===== src/rtl/core_pkg.sv =====
package core_pkg;

  // Program counter layout: bank, page, step
  typedef struct packed {
    logic       bank;
    logic [3:0] page;
    logic [7:0] step;
  } pc_t;

  typedef struct packed {
    logic [3:0] op4;                // JP, CALL, RETD, LD X,e
    logic [7:0] imm8;
  } instr_wide_t;

  typedef struct packed {
    logic [7:0] op8;                // LD A,i and LDPX group
    logic [3:0] imm4;
  } instr_narrow_t;

  // One 12-bit ROM word, read with either opcode width
  typedef union packed {
    instr_wide_t   wide;
    instr_narrow_t narrow;
  } instr_u;

  typedef enum logic [3:0] {
    OP_NOP,
    OP_JP,
    OP_CALL,
    OP_RETD,
    OP_RET,
    OP_RETS,
    OP_LD_A_I,
    OP_LD_X_E,
    OP_LDPX_MX_I
  } op_e;

  typedef struct packed {
    op_e        op;
    logic [7:0] imm8;               // 4-bit immediates sit in [3:0]
  } decoded_t;

  typedef struct packed {
    logic        psel;
    logic        penable;
    logic        pwrite;
    logic [11:0] paddr;
    logic [3:0]  pwdata;
  } apb_req_t;

  typedef struct packed {
    logic       pready;
    logic [3:0] prdata;
  } apb_rsp_t;

  // Register updates, one enable per field
  typedef struct packed {
    logic        pc_we;
    pc_t         pc;
    logic        a_we;
    logic [3:0]  a;
    logic        x_we;
    logic [11:0] x;
    logic        sp_we;
    logic [7:0]  sp;
    logic        done;              // Last cycle of the instruction
  } wb_t;

  typedef struct packed {
    pc_t         pc;
    logic [3:0]  a;
    logic [11:0] x;
    logic [7:0]  sp;
  } arch_state_t;

endpackage


===== src/rtl/cpu_core.sv =====
`timescale 1ns/1ps

module cpu_core #(
  parameter core_pkg::pc_t RESET_PC = 13'h0100,
  parameter logic [7:0]    RESET_SP = 8'h48
) (
  input  logic                  clk,
  input  logic                  rst,
  output core_pkg::pc_t         rom_addr,
  input  core_pkg::instr_u      rom_data,
  output core_pkg::apb_req_t    apb_req,
  input  core_pkg::apb_rsp_t    apb_rsp,
  output logic                  retire,
  output core_pkg::arch_state_t state
);

  core_pkg::decoded_t dec;
  core_pkg::wb_t      wb;

  assign rom_addr = state.pc;  // Fetch straight from the live PC

  instr_decode decode_i (
    .word (rom_data),
    .dec  (dec)
  );

  micro_sequencer seq_i (
    .clk     (clk),
    .rst     (rst),
    .dec     (dec),
    .state   (state),
    .apb_req (apb_req),
    .apb_rsp (apb_rsp),
    .wb      (wb)
  );

  reg_writeback #(
    .RESET_PC (RESET_PC),
    .RESET_SP (RESET_SP)
  ) wb_i (
    .clk    (clk),
    .rst    (rst),
    .wb     (wb),
    .state  (state),
    .retire (retire)
  );

endmodule


===== src/rtl/instr_decode.sv =====
`timescale 1ns/1ps

module instr_decode (
  input  core_pkg::instr_u   word,
  output core_pkg::decoded_t dec
);

  logic [11:0] raw;
  logic [3:0]  op4;
  logic [7:0]  op8;

  assign raw = word;
  assign op4 = word.wide.op4;
  assign op8 = word.narrow.op8;

  always_comb begin
    dec.op   = core_pkg::OP_NOP;
    dec.imm8 = 8'h00;

    // Full-word encodings first, they carry no operand
    if (raw == 12'hFDF) begin
      dec.op = core_pkg::OP_RET;
    end else if (raw == 12'hFDE) begin
      dec.op = core_pkg::OP_RETS;
    end else begin
      // Narrow view, 8-bit opcode with a nibble operand
      case (op8)
        8'hE0: begin
          dec.op   = core_pkg::OP_LD_A_I;
          dec.imm8 = {4'h0, word.narrow.imm4};
        end
        8'hE6: begin
          dec.op   = core_pkg::OP_LDPX_MX_I;
          dec.imm8 = {4'h0, word.narrow.imm4};
        end
        default: begin
          // Wide view, 4-bit opcode with a byte operand
          case (op4)
            4'h0: begin
              dec.op   = core_pkg::OP_JP;
              dec.imm8 = word.wide.imm8;
            end
            4'h1: begin
              dec.op   = core_pkg::OP_RETD;
              dec.imm8 = word.wide.imm8;
            end
            4'h4: begin
              dec.op   = core_pkg::OP_CALL;
              dec.imm8 = word.wide.imm8;
            end
            4'hB: begin
              dec.op   = core_pkg::OP_LD_X_E;
              dec.imm8 = word.wide.imm8;
            end
            default: begin
              dec.op   = core_pkg::OP_NOP;  // Unlisted words
              dec.imm8 = 8'h00;
            end
          endcase
        end
      endcase
    end
  end

endmodule


===== src/rtl/micro_sequencer.sv =====
`timescale 1ns/1ps

module micro_sequencer (
  input  logic                  clk,
  input  logic                  rst,
  input  core_pkg::decoded_t    dec,
  input  core_pkg::arch_state_t state,
  output core_pkg::apb_req_t    apb_req,
  input  core_pkg::apb_rsp_t    apb_rsp,
  output core_pkg::wb_t         wb
);

  typedef enum logic [2:0] {
    S_FETCH,
    S_SETUP,
    S_ACCESS,
    S_DONE,
    S_RETIRE
  } seq_state_e;

  seq_state_e     seq_q;
  core_pkg::op_e  op_q;
  logic [7:0]     imm_q;
  logic [2:0]     idx_q;             // Transfer index within the op
  logic [11:0]    ret_buf_q;         // {PCP, PCSH, PCSL} as popped
  logic [2:0]     last_idx;
  logic           uses_bus;
  logic [7:0]     call_step;
  logic [7:0]     ret_step;

  assign uses_bus = dec.op inside {core_pkg::OP_CALL, core_pkg::OP_RET, core_pkg::OP_RETS,
                                   core_pkg::OP_RETD, core_pkg::OP_LDPX_MX_I};

  always_comb begin
    case (op_q)
      core_pkg::OP_CALL,
      core_pkg::OP_RET,
      core_pkg::OP_RETS: last_idx = 3'd2;
      core_pkg::OP_RETD: last_idx = 3'd4;  // Three pops, two MX writes
      default:           last_idx = 3'd0;
    endcase
  end

  assign call_step = state.pc.step + 8'd1;  // Wraps within the page
  assign ret_step  = ret_buf_q[7:0] + {7'd0, op_q == core_pkg::OP_RETS};

  always_ff @(posedge clk) begin
    if (rst) begin
      seq_q <= S_FETCH;
      idx_q <= 3'd0;
    end else begin
      case (seq_q)
        S_FETCH: begin
          idx_q <= 3'd0;
          seq_q <= uses_bus ? S_SETUP : S_DONE;
        end
        S_SETUP: seq_q <= S_ACCESS;
        S_ACCESS: begin
          if (apb_rsp.pready) begin
            if (idx_q == last_idx) begin
              seq_q <= S_DONE;
            end else begin
              idx_q <= idx_q + 3'd1;
              seq_q <= S_SETUP;
            end
          end
        end
        S_DONE:  seq_q <= S_RETIRE;
        default: seq_q <= S_FETCH;  // Retire cycle, PC already updated
      endcase
    end
  end

  always_ff @(posedge clk) begin
    if (seq_q == S_FETCH) begin
      op_q  <= dec.op;
      imm_q <= dec.imm8;
    end
    if (seq_q == S_ACCESS && apb_rsp.pready && !apb_req.pwrite) begin
      case (idx_q)
        3'd0:    ret_buf_q[3:0]  <= apb_rsp.prdata;  // PCSL
        3'd1:    ret_buf_q[7:4]  <= apb_rsp.prdata;  // PCSH
        3'd2:    ret_buf_q[11:8] <= apb_rsp.prdata;  // PCP
        default: ret_buf_q       <= ret_buf_q;
      endcase
    end
  end

  // Request comes from registers only, so it stays put during waits
  always_comb begin
    apb_req = '0;
    if (seq_q == S_SETUP || seq_q == S_ACCESS) begin
      apb_req.psel    = 1'b1;
      apb_req.penable = (seq_q == S_ACCESS);
      case (op_q)
        core_pkg::OP_CALL: begin
          apb_req.pwrite = 1'b1;
          apb_req.paddr  = {4'h0, state.sp - {5'd0, idx_q} - 8'd1};
          case (idx_q)
            3'd0:    apb_req.pwdata = state.pc.page;
            3'd1:    apb_req.pwdata = call_step[7:4];
            default: apb_req.pwdata = call_step[3:0];
          endcase
        end
        core_pkg::OP_RET,
        core_pkg::OP_RETS,
        core_pkg::OP_RETD: begin
          if (idx_q < 3'd3) begin
            apb_req.paddr = {4'h0, state.sp + {5'd0, idx_q}};  // Pop at SP upward
          end else if (idx_q == 3'd3) begin
            apb_req.pwrite = 1'b1;
            apb_req.paddr  = state.x;
            apb_req.pwdata = imm_q[3:0];
          end else begin
            apb_req.pwrite = 1'b1;
            apb_req.paddr  = state.x + 12'd1;
            apb_req.pwdata = imm_q[7:4];
          end
        end
        core_pkg::OP_LDPX_MX_I: begin
          apb_req.pwrite = 1'b1;
          apb_req.paddr  = state.x;
          apb_req.pwdata = imm_q[3:0];
        end
        default: apb_req = '0;
      endcase
    end
  end

  always_comb begin
    wb = '0;
    if (seq_q == S_DONE) begin
      wb.done = 1'b1;
      case (op_q)
        core_pkg::OP_JP: begin
          wb.pc_we   = 1'b1;
          wb.pc      = state.pc;
          wb.pc.step = imm_q;
        end
        core_pkg::OP_CALL: begin
          wb.pc_we   = 1'b1;
          wb.pc      = state.pc;
          wb.pc.step = imm_q;
          wb.sp_we   = 1'b1;
          wb.sp      = state.sp - 8'd3;
        end
        core_pkg::OP_RET,
        core_pkg::OP_RETS,
        core_pkg::OP_RETD: begin
          wb.pc_we   = 1'b1;
          wb.pc.bank = state.pc.bank;
          wb.pc.page = ret_buf_q[11:8];
          wb.pc.step = ret_step;
          wb.sp_we   = 1'b1;
          wb.sp      = state.sp + 8'd3;
          if (op_q == core_pkg::OP_RETD) begin
            wb.x_we = 1'b1;
            wb.x    = state.x + 12'd2;
          end
        end
        core_pkg::OP_LD_A_I: begin
          wb.a_we = 1'b1;
          wb.a    = imm_q[3:0];
        end
        core_pkg::OP_LD_X_E: begin
          wb.x_we = 1'b1;
          wb.x    = {state.x[11:8], imm_q};  // XP untouched
        end
        core_pkg::OP_LDPX_MX_I: begin
          wb.x_we = 1'b1;
          wb.x    = state.x + 12'd1;
        end
        default: wb.done = 1'b1;  // NOP, step advance only
      endcase
    end
  end

endmodule


===== src/rtl/reg_writeback.sv =====
`timescale 1ns/1ps

module reg_writeback #(
  parameter core_pkg::pc_t RESET_PC = 13'h0100,
  parameter logic [7:0]    RESET_SP = 8'h48
) (
  input  logic                  clk,
  input  logic                  rst,
  input  core_pkg::wb_t         wb,
  output core_pkg::arch_state_t state,
  output logic                  retire
);

  core_pkg::pc_t pc_q;
  logic [3:0]    a_q;
  logic [11:0]   x_q;
  logic [7:0]    sp_q;

  // Program counter, explicit load or step advance
  always_ff @(posedge clk) begin
    if (rst) begin
      pc_q <= RESET_PC;
    end else if (wb.pc_we) begin
      pc_q <= wb.pc;
    end else if (wb.done) begin
      pc_q.step <= pc_q.step + 8'd1;  // Page is never carried into
    end
  end

  always_ff @(posedge clk) begin
    if (rst) begin
      a_q <= 4'h0;
    end else if (wb.a_we) begin
      a_q <= wb.a;
    end
  end

  always_ff @(posedge clk) begin
    if (rst) begin
      x_q <= 12'h000;
    end else if (wb.x_we) begin
      x_q <= wb.x;
    end
  end

  always_ff @(posedge clk) begin
    if (rst) begin
      sp_q <= RESET_SP;
    end else if (wb.sp_we) begin
      sp_q <= wb.sp;
    end
  end

  // One-cycle pulse, lines up with the updated state
  always_ff @(posedge clk) begin
    if (rst) begin
      retire <= 1'b0;
    end else begin
      retire <= wb.done;
    end
  end

  assign state.pc = pc_q;
  assign state.a  = a_q;
  assign state.x  = x_q;
  assign state.sp = sp_q;

endmodule


===== config.mk =====
export PLATFORM = sky130hd
export DESIGN_NAME = cpu_core
export DESIGN_NICKNAME = d
export VERILOG_FILES = /design/src/rtl/core_pkg.sv /design/src/rtl/cpu_core.sv /design/src/rtl/instr_decode.sv /design/src/rtl/micro_sequencer.sv /design/src/rtl/reg_writeback.sv
export SDC_FILE = /design/constraint.sdc
export NUM_CORES = 1
export LEC_CHECK = 0
export BUFFER_PORTS_ARGS = -buffer_cell sky130_fd_sc_hd__buf_2
export CAP_MARGIN = 20
export CORE_MARGIN = 8
export CORE_UTILIZATION = 35
export CTS_CLUSTER_SIZE = 20
export DETAILED_ROUTE_END_ITERATION = 7
export PLACE_DENSITY = 0.57
export SKIP_LAST_GASP = 1
export SYNTH_ARGS = -nofsm -noshare
export SYNTH_HDL_FRONTEND = slang
export SYNTH_HIERARCHICAL = 1
export SYNTH_SLANG_ARGS = --single-unit

===== constraint.sdc =====
create_clock -name clk -period 3 [get_ports clk]
set_input_delay 0.15 -clock clk [delete_from_list [all_inputs] [get_ports clk]]
set_output_delay 0.15 -clock clk [all_outputs]
set_load 0.01 [all_outputs]

Word-level counts from Yosys, hierarchy flattened --
Index checks and enable logic that the tools add are counted.
Word-level totals: logic and storage cells 108, bits in registers 68, output and inout bits 70
Operators by class: equal/unequal tests 32, muxes and demuxes 28, add/subtract/negate cells 10, order comparisons 1, reduce and logical (&&, ||, !) cells 22
Operators with widths (number):
- one-hot mux 17 bit (3 select lines) | 1
- one-hot mux 11 bit (4 select lines) | 1
- 2-to-1 mux 42 bit | 1
- one-hot mux 13 bit (3 select lines) | 1
- equality test 4 x 3 -> 1 bit (second input constant) | 7
- one-hot mux 14 bit (2 select lines) | 1
- equality test 12 bit (second input constant) | 2
- one-hot mux 12 bit (2 select lines) | 1
- 2-to-1 mux 19 bit | 1
- one-hot mux 9 bit (2 select lines) | 1
- equality test 4 x 2 -> 1 bit (second input constant) | 4
- equality test 8 bit (second input constant) | 2
- 2-to-1 mux 16 bit | 1
- 2-to-1 mux 8 bit | 2
- 2-to-1 mux 13 bit | 1
- adder 12 x 1 -> 12 bit (second input constant) | 1
- adder 12 x 2 -> 12 bit (second input constant) | 1
- equality test 3 x 2 -> 1 bit (second input constant) | 4
- equality test 4 bit (second input constant) | 3
- 2-to-1 mux 12 bit | 1
- 2-to-1 mux 4 bit | 3
- one-hot mux 3 bit (2 select lines) | 2
- one-hot mux 3 bit (4 select lines) | 1
- inequality test 2 bit (second input constant) | 5
- other kinds (29) | 45

Longest topological paths before layout --
Gate-level depths: netlist of the first run.
depth after elaboration 9, mapped depth 13, gate-level depth less buffers 12

Hierarchy --
Netlist of the first run, hierarchy kept.
By module, submodules not included:
- micro_sequencer | cells an instance 475, times used 1, seq. area each 840.8 sq um, area each 3754.9 sq um
- reg_writeback | cells an instance 147, times used 1, seq. area each 760.7 sq um, area each 1467.7 sq um
- instr_decode | cells an instance 29, times used 1, seq. area each 0.0 sq um, area each 192.7 sq um
- cpu_core | cells an instance 13, times used 1, seq. area each 0.0 sq um, area each 97.6 sq um

Worst setup path before layout of the first run --
No wires, ideal clock.
path kind register to register, from register seq_i.op_q[3], to register wb_i.sp_q[6], library setup time 0.120 ns, arrival time 2.430 ns, cell stages (with the launch flop) 12, path buffers 1, setup slack 0.450 ns, period minus slack after synthesis 2.550 ns, cells stage by stage edfxtp_1 > buf_2 > nor3b_4 > nor2_2 > xnor2_1 > ha_1 > or2_2 > nor4_1 > o21bai_1 > xnor2_1 > nor2_1 > a211o_1
RTL lines:
- from (decl) | RTL line micro_sequencer.sv:22 | core_pkg::op_e op_q;
- from (signal assigned) | RTL line micro_sequencer.sv:76 | op_q <= dec.op;
- to (signal assigned) | RTL line reg_writeback.sv:50 | sp_q <= wb.sp;
- to (decl) | RTL line reg_writeback.sv:17 | logic [7:0] sp_q;

==> impl_metrics.tcl, run 1 <==
set metrics [dict create \
    drive_gt1_share_pct 20.9 \
    core_um2 15700 \
    grt_util_all_layers_pct 17.2 \
    intPower_uw 1860 \
    ys_ff_latch 68 \
    dr.pass1.iters 7 \
    antenna_found_initial 0 \
    dp_slack_ns 0.439 \
    drt_iter0_drc 482 \
    synth.distinct_cells 76 \
    end_kind "output port" \
    row_count 46 \
    cts_made_buffers 9 \
    finalCritPeriodShare_pct 94.9 \
    synth.avg_cell_area_um2 8.30 \
    min_path_type "input pin to flop" \
    fin_setup_tns_ns 0 \
    slew_headroom_pct 41.6 \
    drc 0 \
    dp.cells 937 \
    leakage_uw 0.00243 \
    p_per_area_nw_per_um2 426 \
    hold_violations 0 \
    required_ns 2.85 \
    dp_hpwl_mm 13.3 \
    fin_ws_ns 0.152 \
    timing.fmax_mhz 351 \
    regToRegStartpoint "seq_i/op_q[1]$_DFFE_PP_" \
    p_sw_uw 880 \
    routabilityCongestion 0.883 \
    worst_ep_arrival_time_ns 2.70 \
    numClockSinks 68 \
    antenna_left 0 \
    netlist_instances 664 \
    clockPowerShare_pct 36.1 \
    cts_max_level 3 \
    slew_violations 0 \
    area_growth_pct 16.5 \
    critPathKind "flop to output port" \
    die_w_um 142 \
    crit_chain "nand4_1 -> nor2_1 -> and3_1 -> a21oi_1 -> a311oi_1 -> buf_2" \
    avgRoutedWirePerCell_um 18.5 \
    cp-startpoint "wb_i/x_q[0]$_SDFFE_PP0P_" \
    fin_crit_ns 2.85 \
    antenna_cells 0 \
    synth_edf_count 24 \
    setup_viol 0 \
    path_max_fanout 13 \
    detailroute.via_count 5395 \
    die-area_um2 20000 \
    slowest_stage "dfxtp_1" \
    async_flop_share_pct 0 \
    yosysWarnings 6 \
    status "finished, final reports clean" \
    final_util_pct 41.0 \
    fillerInstances 1622 \
    seq_area_frac_synth_pct 29.1 \
    cpPeakStageDelay_ns 0.67 \
    cap_violations 0 \
    vdd_drop_max_v 0.000279 \
    grt_overflow 0 \
    ys_dominant_reg_cell "dfxtp_1" \
    finalNetCount 771 \
    max_slew.worst_pin.slew_ns 0.876 \
    grt_setup_unrepaired "false" \
    grt_pass1_wl_mm 27.5 \
    initial_utilization_pct 35.2 \
    synth_area_um2 5510 \
    grt_pass1_vias 5079 \
    io_buffers 88 \
    clock_path_buffers 2 \
    fp.dieH_um 142 \
    cts_tree "done" \
    io-pin-count 89 \
    via_per_inst 5.67 \
    post_cts_buffers 0 \
    skew_ns 0.0145 \
    syn_nets 703 \
    instances_no_fill 952 \
    combPwrFrac_pct 23.5 \
    cts_root_buf "clkbuf_16" \
    sequentialPowerShare_pct 40.5 \
    crit_path_start_kind "flop" \
    worst_hold_startpoint "apb_rsp[0]" \
    clock_latency_ns 0.34 \
    path_clk_slew_ns 0.06 \
    swShare_pct 32.1 \
    drt-total-wl_mm 17.6 \
    grt_max_degree 47 \
]
[through the flow]
stage	total power [µW]	cell area [µm²]	hold slack (ns)
6_report	2740	6420	0.0230
5_1_grt	2850	6420	0.0197
4_1_cts	2750	6420	0.0128
3_5_place_dp	1760	6150	0.366
3_3_place_gp	1750	6150	0.371
2_1_floorplan	1520	5510	0.219
[state kept, by name, summed over array words and instances (netlist names)]
| register | count |
|---|---|
| wb_i/state | 13 |
| seq_i/ret_buf_q | 12 |
| wb_i/x_q | 12 |
| seq_i/imm_q | 8 |
| wb_i/sp_q | 8 |
| seq_i/op_q | 4 |
| wb_i/a_q | 4 |
| seq_i/idx_q | 3 |
| seq_i/seq_q | 3 |
| wb_i/retire | 1 |
[cells in the mapped netlist (6+ instances only)]
cell type	number	share of area [%]
nor3_1	15	1.4
o211ai_1	6	0.82
or3_1	8	0.91
buf_2	16	1.5
o21ai_0	22	2.0
nor2_1	86	5.9
edfxtp_1	24	13
dfxtp_1	44	16
a311oi_1	6	0.95
nor2b_1	13	1.5
nand3_1	25	2.3
xnor2_1	29	4.6
a22oi_1	22	3.0
ha_1	18	4.1
nand2_1	40	2.7
a21oi_1	30	2.7
clkbuf_1	25	1.7
buf_4	17	2.3
xor2_1	27	4.3
and2_1	11	1.2
inv_1	9	0.61
a21o_1	6	0.82
mux2i_1	28	5.1
nand2b_1	8	0.91
nand4_1	12	1.4
a211oi_1	12	1.6
[routing by layer]
metal | vias to the layer above | wire length [µm] | track usage (%)
li1 | 2567 | - | -
met1 | 2581 | 8310 | 23.4
met2 | 212 | 7820 | 26.7
met3 | 35 | 1090 | 2.96
met4 | 0 | 407 | 6.78
met5 | - | 0 | 0
[worst paths after layout]
path	to	slack (ns)	cells after the start
max	apb_req[13]	0.15	6
min	seq_i/ret_buf_q[0]$_DFFE_PP_	0.02	1
max reg2reg	wb_i/state[30]$_SDFFE_PP0P_	0.42	13
min reg2reg	wb_i/a_q[0]$_SDFFE_PP0P_	0.49	2
[power by group through the flow]
stage	Combinational (µW)	Clock (µW)	Sequential [µW]
CTS	636	1010	1110
global placement	628	0	1120
floorplan	436	0	1090
global route	692	1040	1120
detailed placement	634	0	1130
finish	642	988	1110
[cell families (layout without fill, tap and decap cells)]
logic type,Yosys count,in the layout,synth area share (%)
AND/OR/NAND/NOR,255,255,23.9
AO/OA/AOI/OAI,165,165,21.5
buffers and inverters,71,143,6.63
flip-flops,68,68,29.1
XOR/XNOR,56,56,8.90
multiplexers,29,29,5.29
adder cells (fa/ha/maj),20,20,4.81
[what timing repair did]
| action | CTS | global route |
|---|---|---|
| endpoints found under the setup margin | 0 | 5 |
| hold buffers | 0 | 0 |
| gates resized for setup | 0 | 4 |
| hold endpoints to repair | 0 | 0 |
[layout make-up]
class	instances	area [µm²]	share of cell area (%)
Inverter	10	37.5	0.584
Timing Repair Buffer	118	666	10.4
Clock inverter	2	10.0	0.156
Sequential cell	68	1600	24.9
Multi-Input combinational cell	525	3580	55.7
Tap cell	216	270	4.21
Clock buffer	13	260	4.05
[cell usage in the layout, fill, tap and decap left out, drive strengths merged, types with 4 or more instances in the layout]
cell and n:
a211o 5, a211oi 12, a21boi 6, a21o 6, a21oi 31, a221oi 4
a222oi 4, a22oi 22, a311oi 6, a31oi 5, and2 11, and4 4
buf 118, clkbuf 13, dfxtp 44, edfxtp 24, ha 18, inv 10
mux2i 28, nand2 40, nand2b 8, nand3 25, nand4 12, nor2 88
nor2b 13, nor3 15, nor3b 4, o211ai 6, o21ai 25, o22ai 4
o31ai 4, or3 9, xnor2 29, xor2 27
[worst max-delay path: cells and delay by family (launching register included)]
kind	cells	cell delay [ns]
and+or+nand+nor	3	1.00
DFF	1	0.67
buffers and inverters	1	0.21
AOI/OAI and AO/OA	2	0.47
Power figures use the tool's default switching activity.
==> run 2, diff against run 1 <==
Settings changed: ABC_AREA from default to 1, CAP_MARGIN 20 to default.
==> run 2 against run 1 <==
Against the previous run:
- fmax rose by 6.0%
- synthesized cell count rose by 33%
- via count rose by 10%
- worst setup slack improved by 0.16 ns
- largest cell class unchanged
- synthesized area rose by 1.7%
- sequential power rose by 5%
- clock skew fell by 0.0055 ns
- count of clock-buffer cells in the layout fell by 4
- core utilization rose by 0.16 points
- sequential cell count did not move
- largest power group unchanged
==> impl_metrics.tcl, run 2 <==
set metrics [dict create \
    status "finished, final reports clean" \
    synth_area_um2 5610 \
    yosysWarnings 6 \
    placed_area_um2 6190 \
    seq_area_frac_synth_pct 28.6 \
    synthAdderAreaFrac_pct 4.73 \
    via_per_inst 5.04 \
    synth.avg_cell_area_um2 6.33 \
    cap_violations 0 \
    dp_hpwl_mm 13.8 \
    path_max_fanout 6 \
    slew_violations 0 \
    slew_headroom_pct 59.6 \
    yosys.area_share.simple_pct 34.6 \
    drive_gt1_share_pct 16.0 \
    worst_hold_startpoint "apb_rsp[0]" \
    cts_max_level 3 \
    synth_compound_area_share_pct 17.5 \
    routabilityCongestion 0.885 \
    regToRegStartpoint "seq_i/op_q[0]$_DFFE_PP_" \
    ctsResizeCount 0 \
    vdd_drop_max_v 0.000391 \
    grt_setup_unrepaired "false" \
    cts_tree "done" \
    whs_ns 0.0158 \
    p_per_area_nw_per_um2 518 \
    leakage_uw 0.00308 \
    area_growth_pct 15.9 \
    async_flop_share_pct 0 \
    design_area_um2 6500 \
    die-area_um2 20300 \
    hold_violations 0 \
    top_layer "met4" \
    crit_path_start_kind "flop" \
    setup_viol 0 \
    crit_chain "inv_1 -> ha_1 -> fa_1 -> nand2_1 -> nand2_1 -> o21ai_0 -> nand3_1 -> o21ai_1 -> inv_1 -> a21oi_1 -> buf_2" \
    fin_crit_ns 2.69 \
    yosysTopAreaCell "dfxtp_1" \
    drc 0 \
    cpPeakStageDelay_ns 0.46 \
    regToRegSetupSlack_ns 0.61 \
    io-pin-count 89 \
    skew_ns 0.00897 \
    cts_root_buf "clkbuf_16" \
    power_uw 3370 \
    grt_overflow 0 \
    reg2regPathDepth 9 \
    antenna_left 0 \
    postCtsHoldBufs 0 \
    drt_iter0_drc 495 \
    yosysMostFrequentCell "nand2_1" \
    clock_path_buffers 2 \
    synth_edf_count 24 \
    clock_latency_ns 0.35 \
    cts_made_buffers 9 \
    critPathKind "flop to output port" \
    fillerInstances 1727 \
    ys_dominant_reg_cell "dfxtp_1" \
    die_w_um 143 \
    numClockSinks 68 \
    netlist_instances 886 \
    row_count 46 \
    io_buffers 88 \
    grt_pass1_vias 5510 \
    wl_met1_mm 8.37 \
    end_kind "output port" \
    muxShareOfSynthArea_pct 0 \
    grt_util_all_layers_pct 17.8 \
    syn_nets 925 \
    layout_commonest_cell "nand2_1" \
    largest_reg_flops 13 \
    grt_pass1_wl_mm 28.8 \
    required_ns 2.85 \
    initial_utilization_pct 35.6 \
    timing.fmax_mhz 372 \
    r2r-end "seq_i/ret_buf_q[11]$_DFFE_PP_" \
    final_util_pct 41.2 \
    slowest_stage "dfxtp_1" \
    synth_xor_area_share_pct 2.19 \
    grt_max_degree 28 \
    max_slew.worst_pin.slew_ns 0.606 \
    finalNetCount 1000 \
    worst_ep_arrival_time_ns 2.54 \
    mostFrequentLayoutCells "196 x nand2_1, 126 x nor2_1, 119 x inv_1, 88 x buf_2" \
    routed-wl-met3_um 926 \
    wl_met2_mm 8.41 \
    post_cts_buffers 0 \
    synth.distinct_cells 43 \
    avgRoutedWirePerCell_um 15.1 \
    drt-total-wl_mm 17.9 \
    ys_top_cells_by_area "dfxtp_1 16%, nand2_1 13%, edfxtp_1 13%" \
    antenna_cells 0 \
    detailroute.via_count 5956 \
    antenna_found_initial 0 \
    core_um2 15800 \
    path_clk_slew_ns 0.06 \
    fin_setup_tns_ns 0 \
    min_to "seq_i/ret_buf_q[0]$_DFFE_PP_" \
    yosys.area.top_type_share_pct 15.7 \
    dr.pass1.iters 5 \
    regArea_um2 1600 \
    ys_ff_latch 68 \
    synth_top_family_by_area "simple AND/OR/NAND/NOR gates" \
    whs_path_depth 1 \
    min_path_type "input pin to flop" \
    fp.dieH_um 143 \
    finalCritPeriodShare_pct 89.6 \
    yosys-top-cells-count "196 x nand2_1, 126 x nor2_1, 119 x inv_1" \
    multiInputGateArea_um2 3310 \
]
run 2: logic make-up after synthesis:
logic type                 Yosys count
and+or+nand+nor                    447
AOI/OAI and AO/OA                  173
buffers and inverters              164
DFF                                 68
adders and majority gates           20
xor gates and xnor gates            14
run 2: area by class of cell:
class	instances	share of cell area (%)
multi-input combinational	654	50.9
sequential	68	24.6
timing repair buffer	100	8.16
inverter	128	7.39
tap	216	4.16
clock buffer	9	3.47
clock inverter	7	1.25
run 2: per-layer routing:
metal / track usage [%] / vias up
met5: 0 / -
met4: 3.86 / 0
met3: 3.56 / 11
met2: 29.1 / 181
met1: 23.6 / 2734
li1: - / 3030
run 2: worst max-delay path: cells and delay by family, from the launching register on:
kind,cells,cell delay [ns]
buffers and inverters,3,0.37
and+or+nand+nor,3,0.30
adders and majority gates,2,0.64
DFF,1,0.46
AOI/OAI and AO/OA,3,0.42
run 2: power by group:
| group | internal (µW) | switching, µW |
|---|---|---|
| sequential | 1050 | 126 |
| combinational | 343 | 741 |
| clock | 655 | 451 |
| total | 2050 | 1320 |
run 2: worst max-delay path by stage:
stage	endpoint	slack (ns)	cells past startpoint	start
6_report	apb_req[10]	0.31	11	seq_i/idx_q[0]$_SDFFE_PP0P_
2_1_floorplan	wb_i/state[31]$_SDFFE_PP0P_	1.04	15	seq_i/op_q[2]$_DFFE_PP_
5_1_grt	apb_req[9]	0.13	12	seq_i/idx_q[1]$_SDFFE_PP0P_
3_3_place_gp	wb_i/sp_q[4]$_SDFFE_PP0P_	0.67	15	seq_i/op_q[2]$_DFFE_PP_
4_1_cts	apb_req[10]	0.33	11	seq_i/idx_q[0]$_SDFFE_PP0P_
3_5_place_dp	wb_i/sp_q[4]$_SDFFE_PP0P_	0.63	15	seq_i/op_q[2]$_DFFE_PP_
run 2: stage by stage:
| stage | std cells | worst slack, ns |
|---|---|---|
| 4_1_cts | 1182 | 0.333 |
| 5_1_grt | 1182 | 0.132 |
| 3_5_place_dp | 1166 | 0.629 |
| 6_report | 1182 | 0.313 |
| 3_3_place_gp | 1166 | 0.666 |
| 2_1_floorplan | 886 | 1.04 |
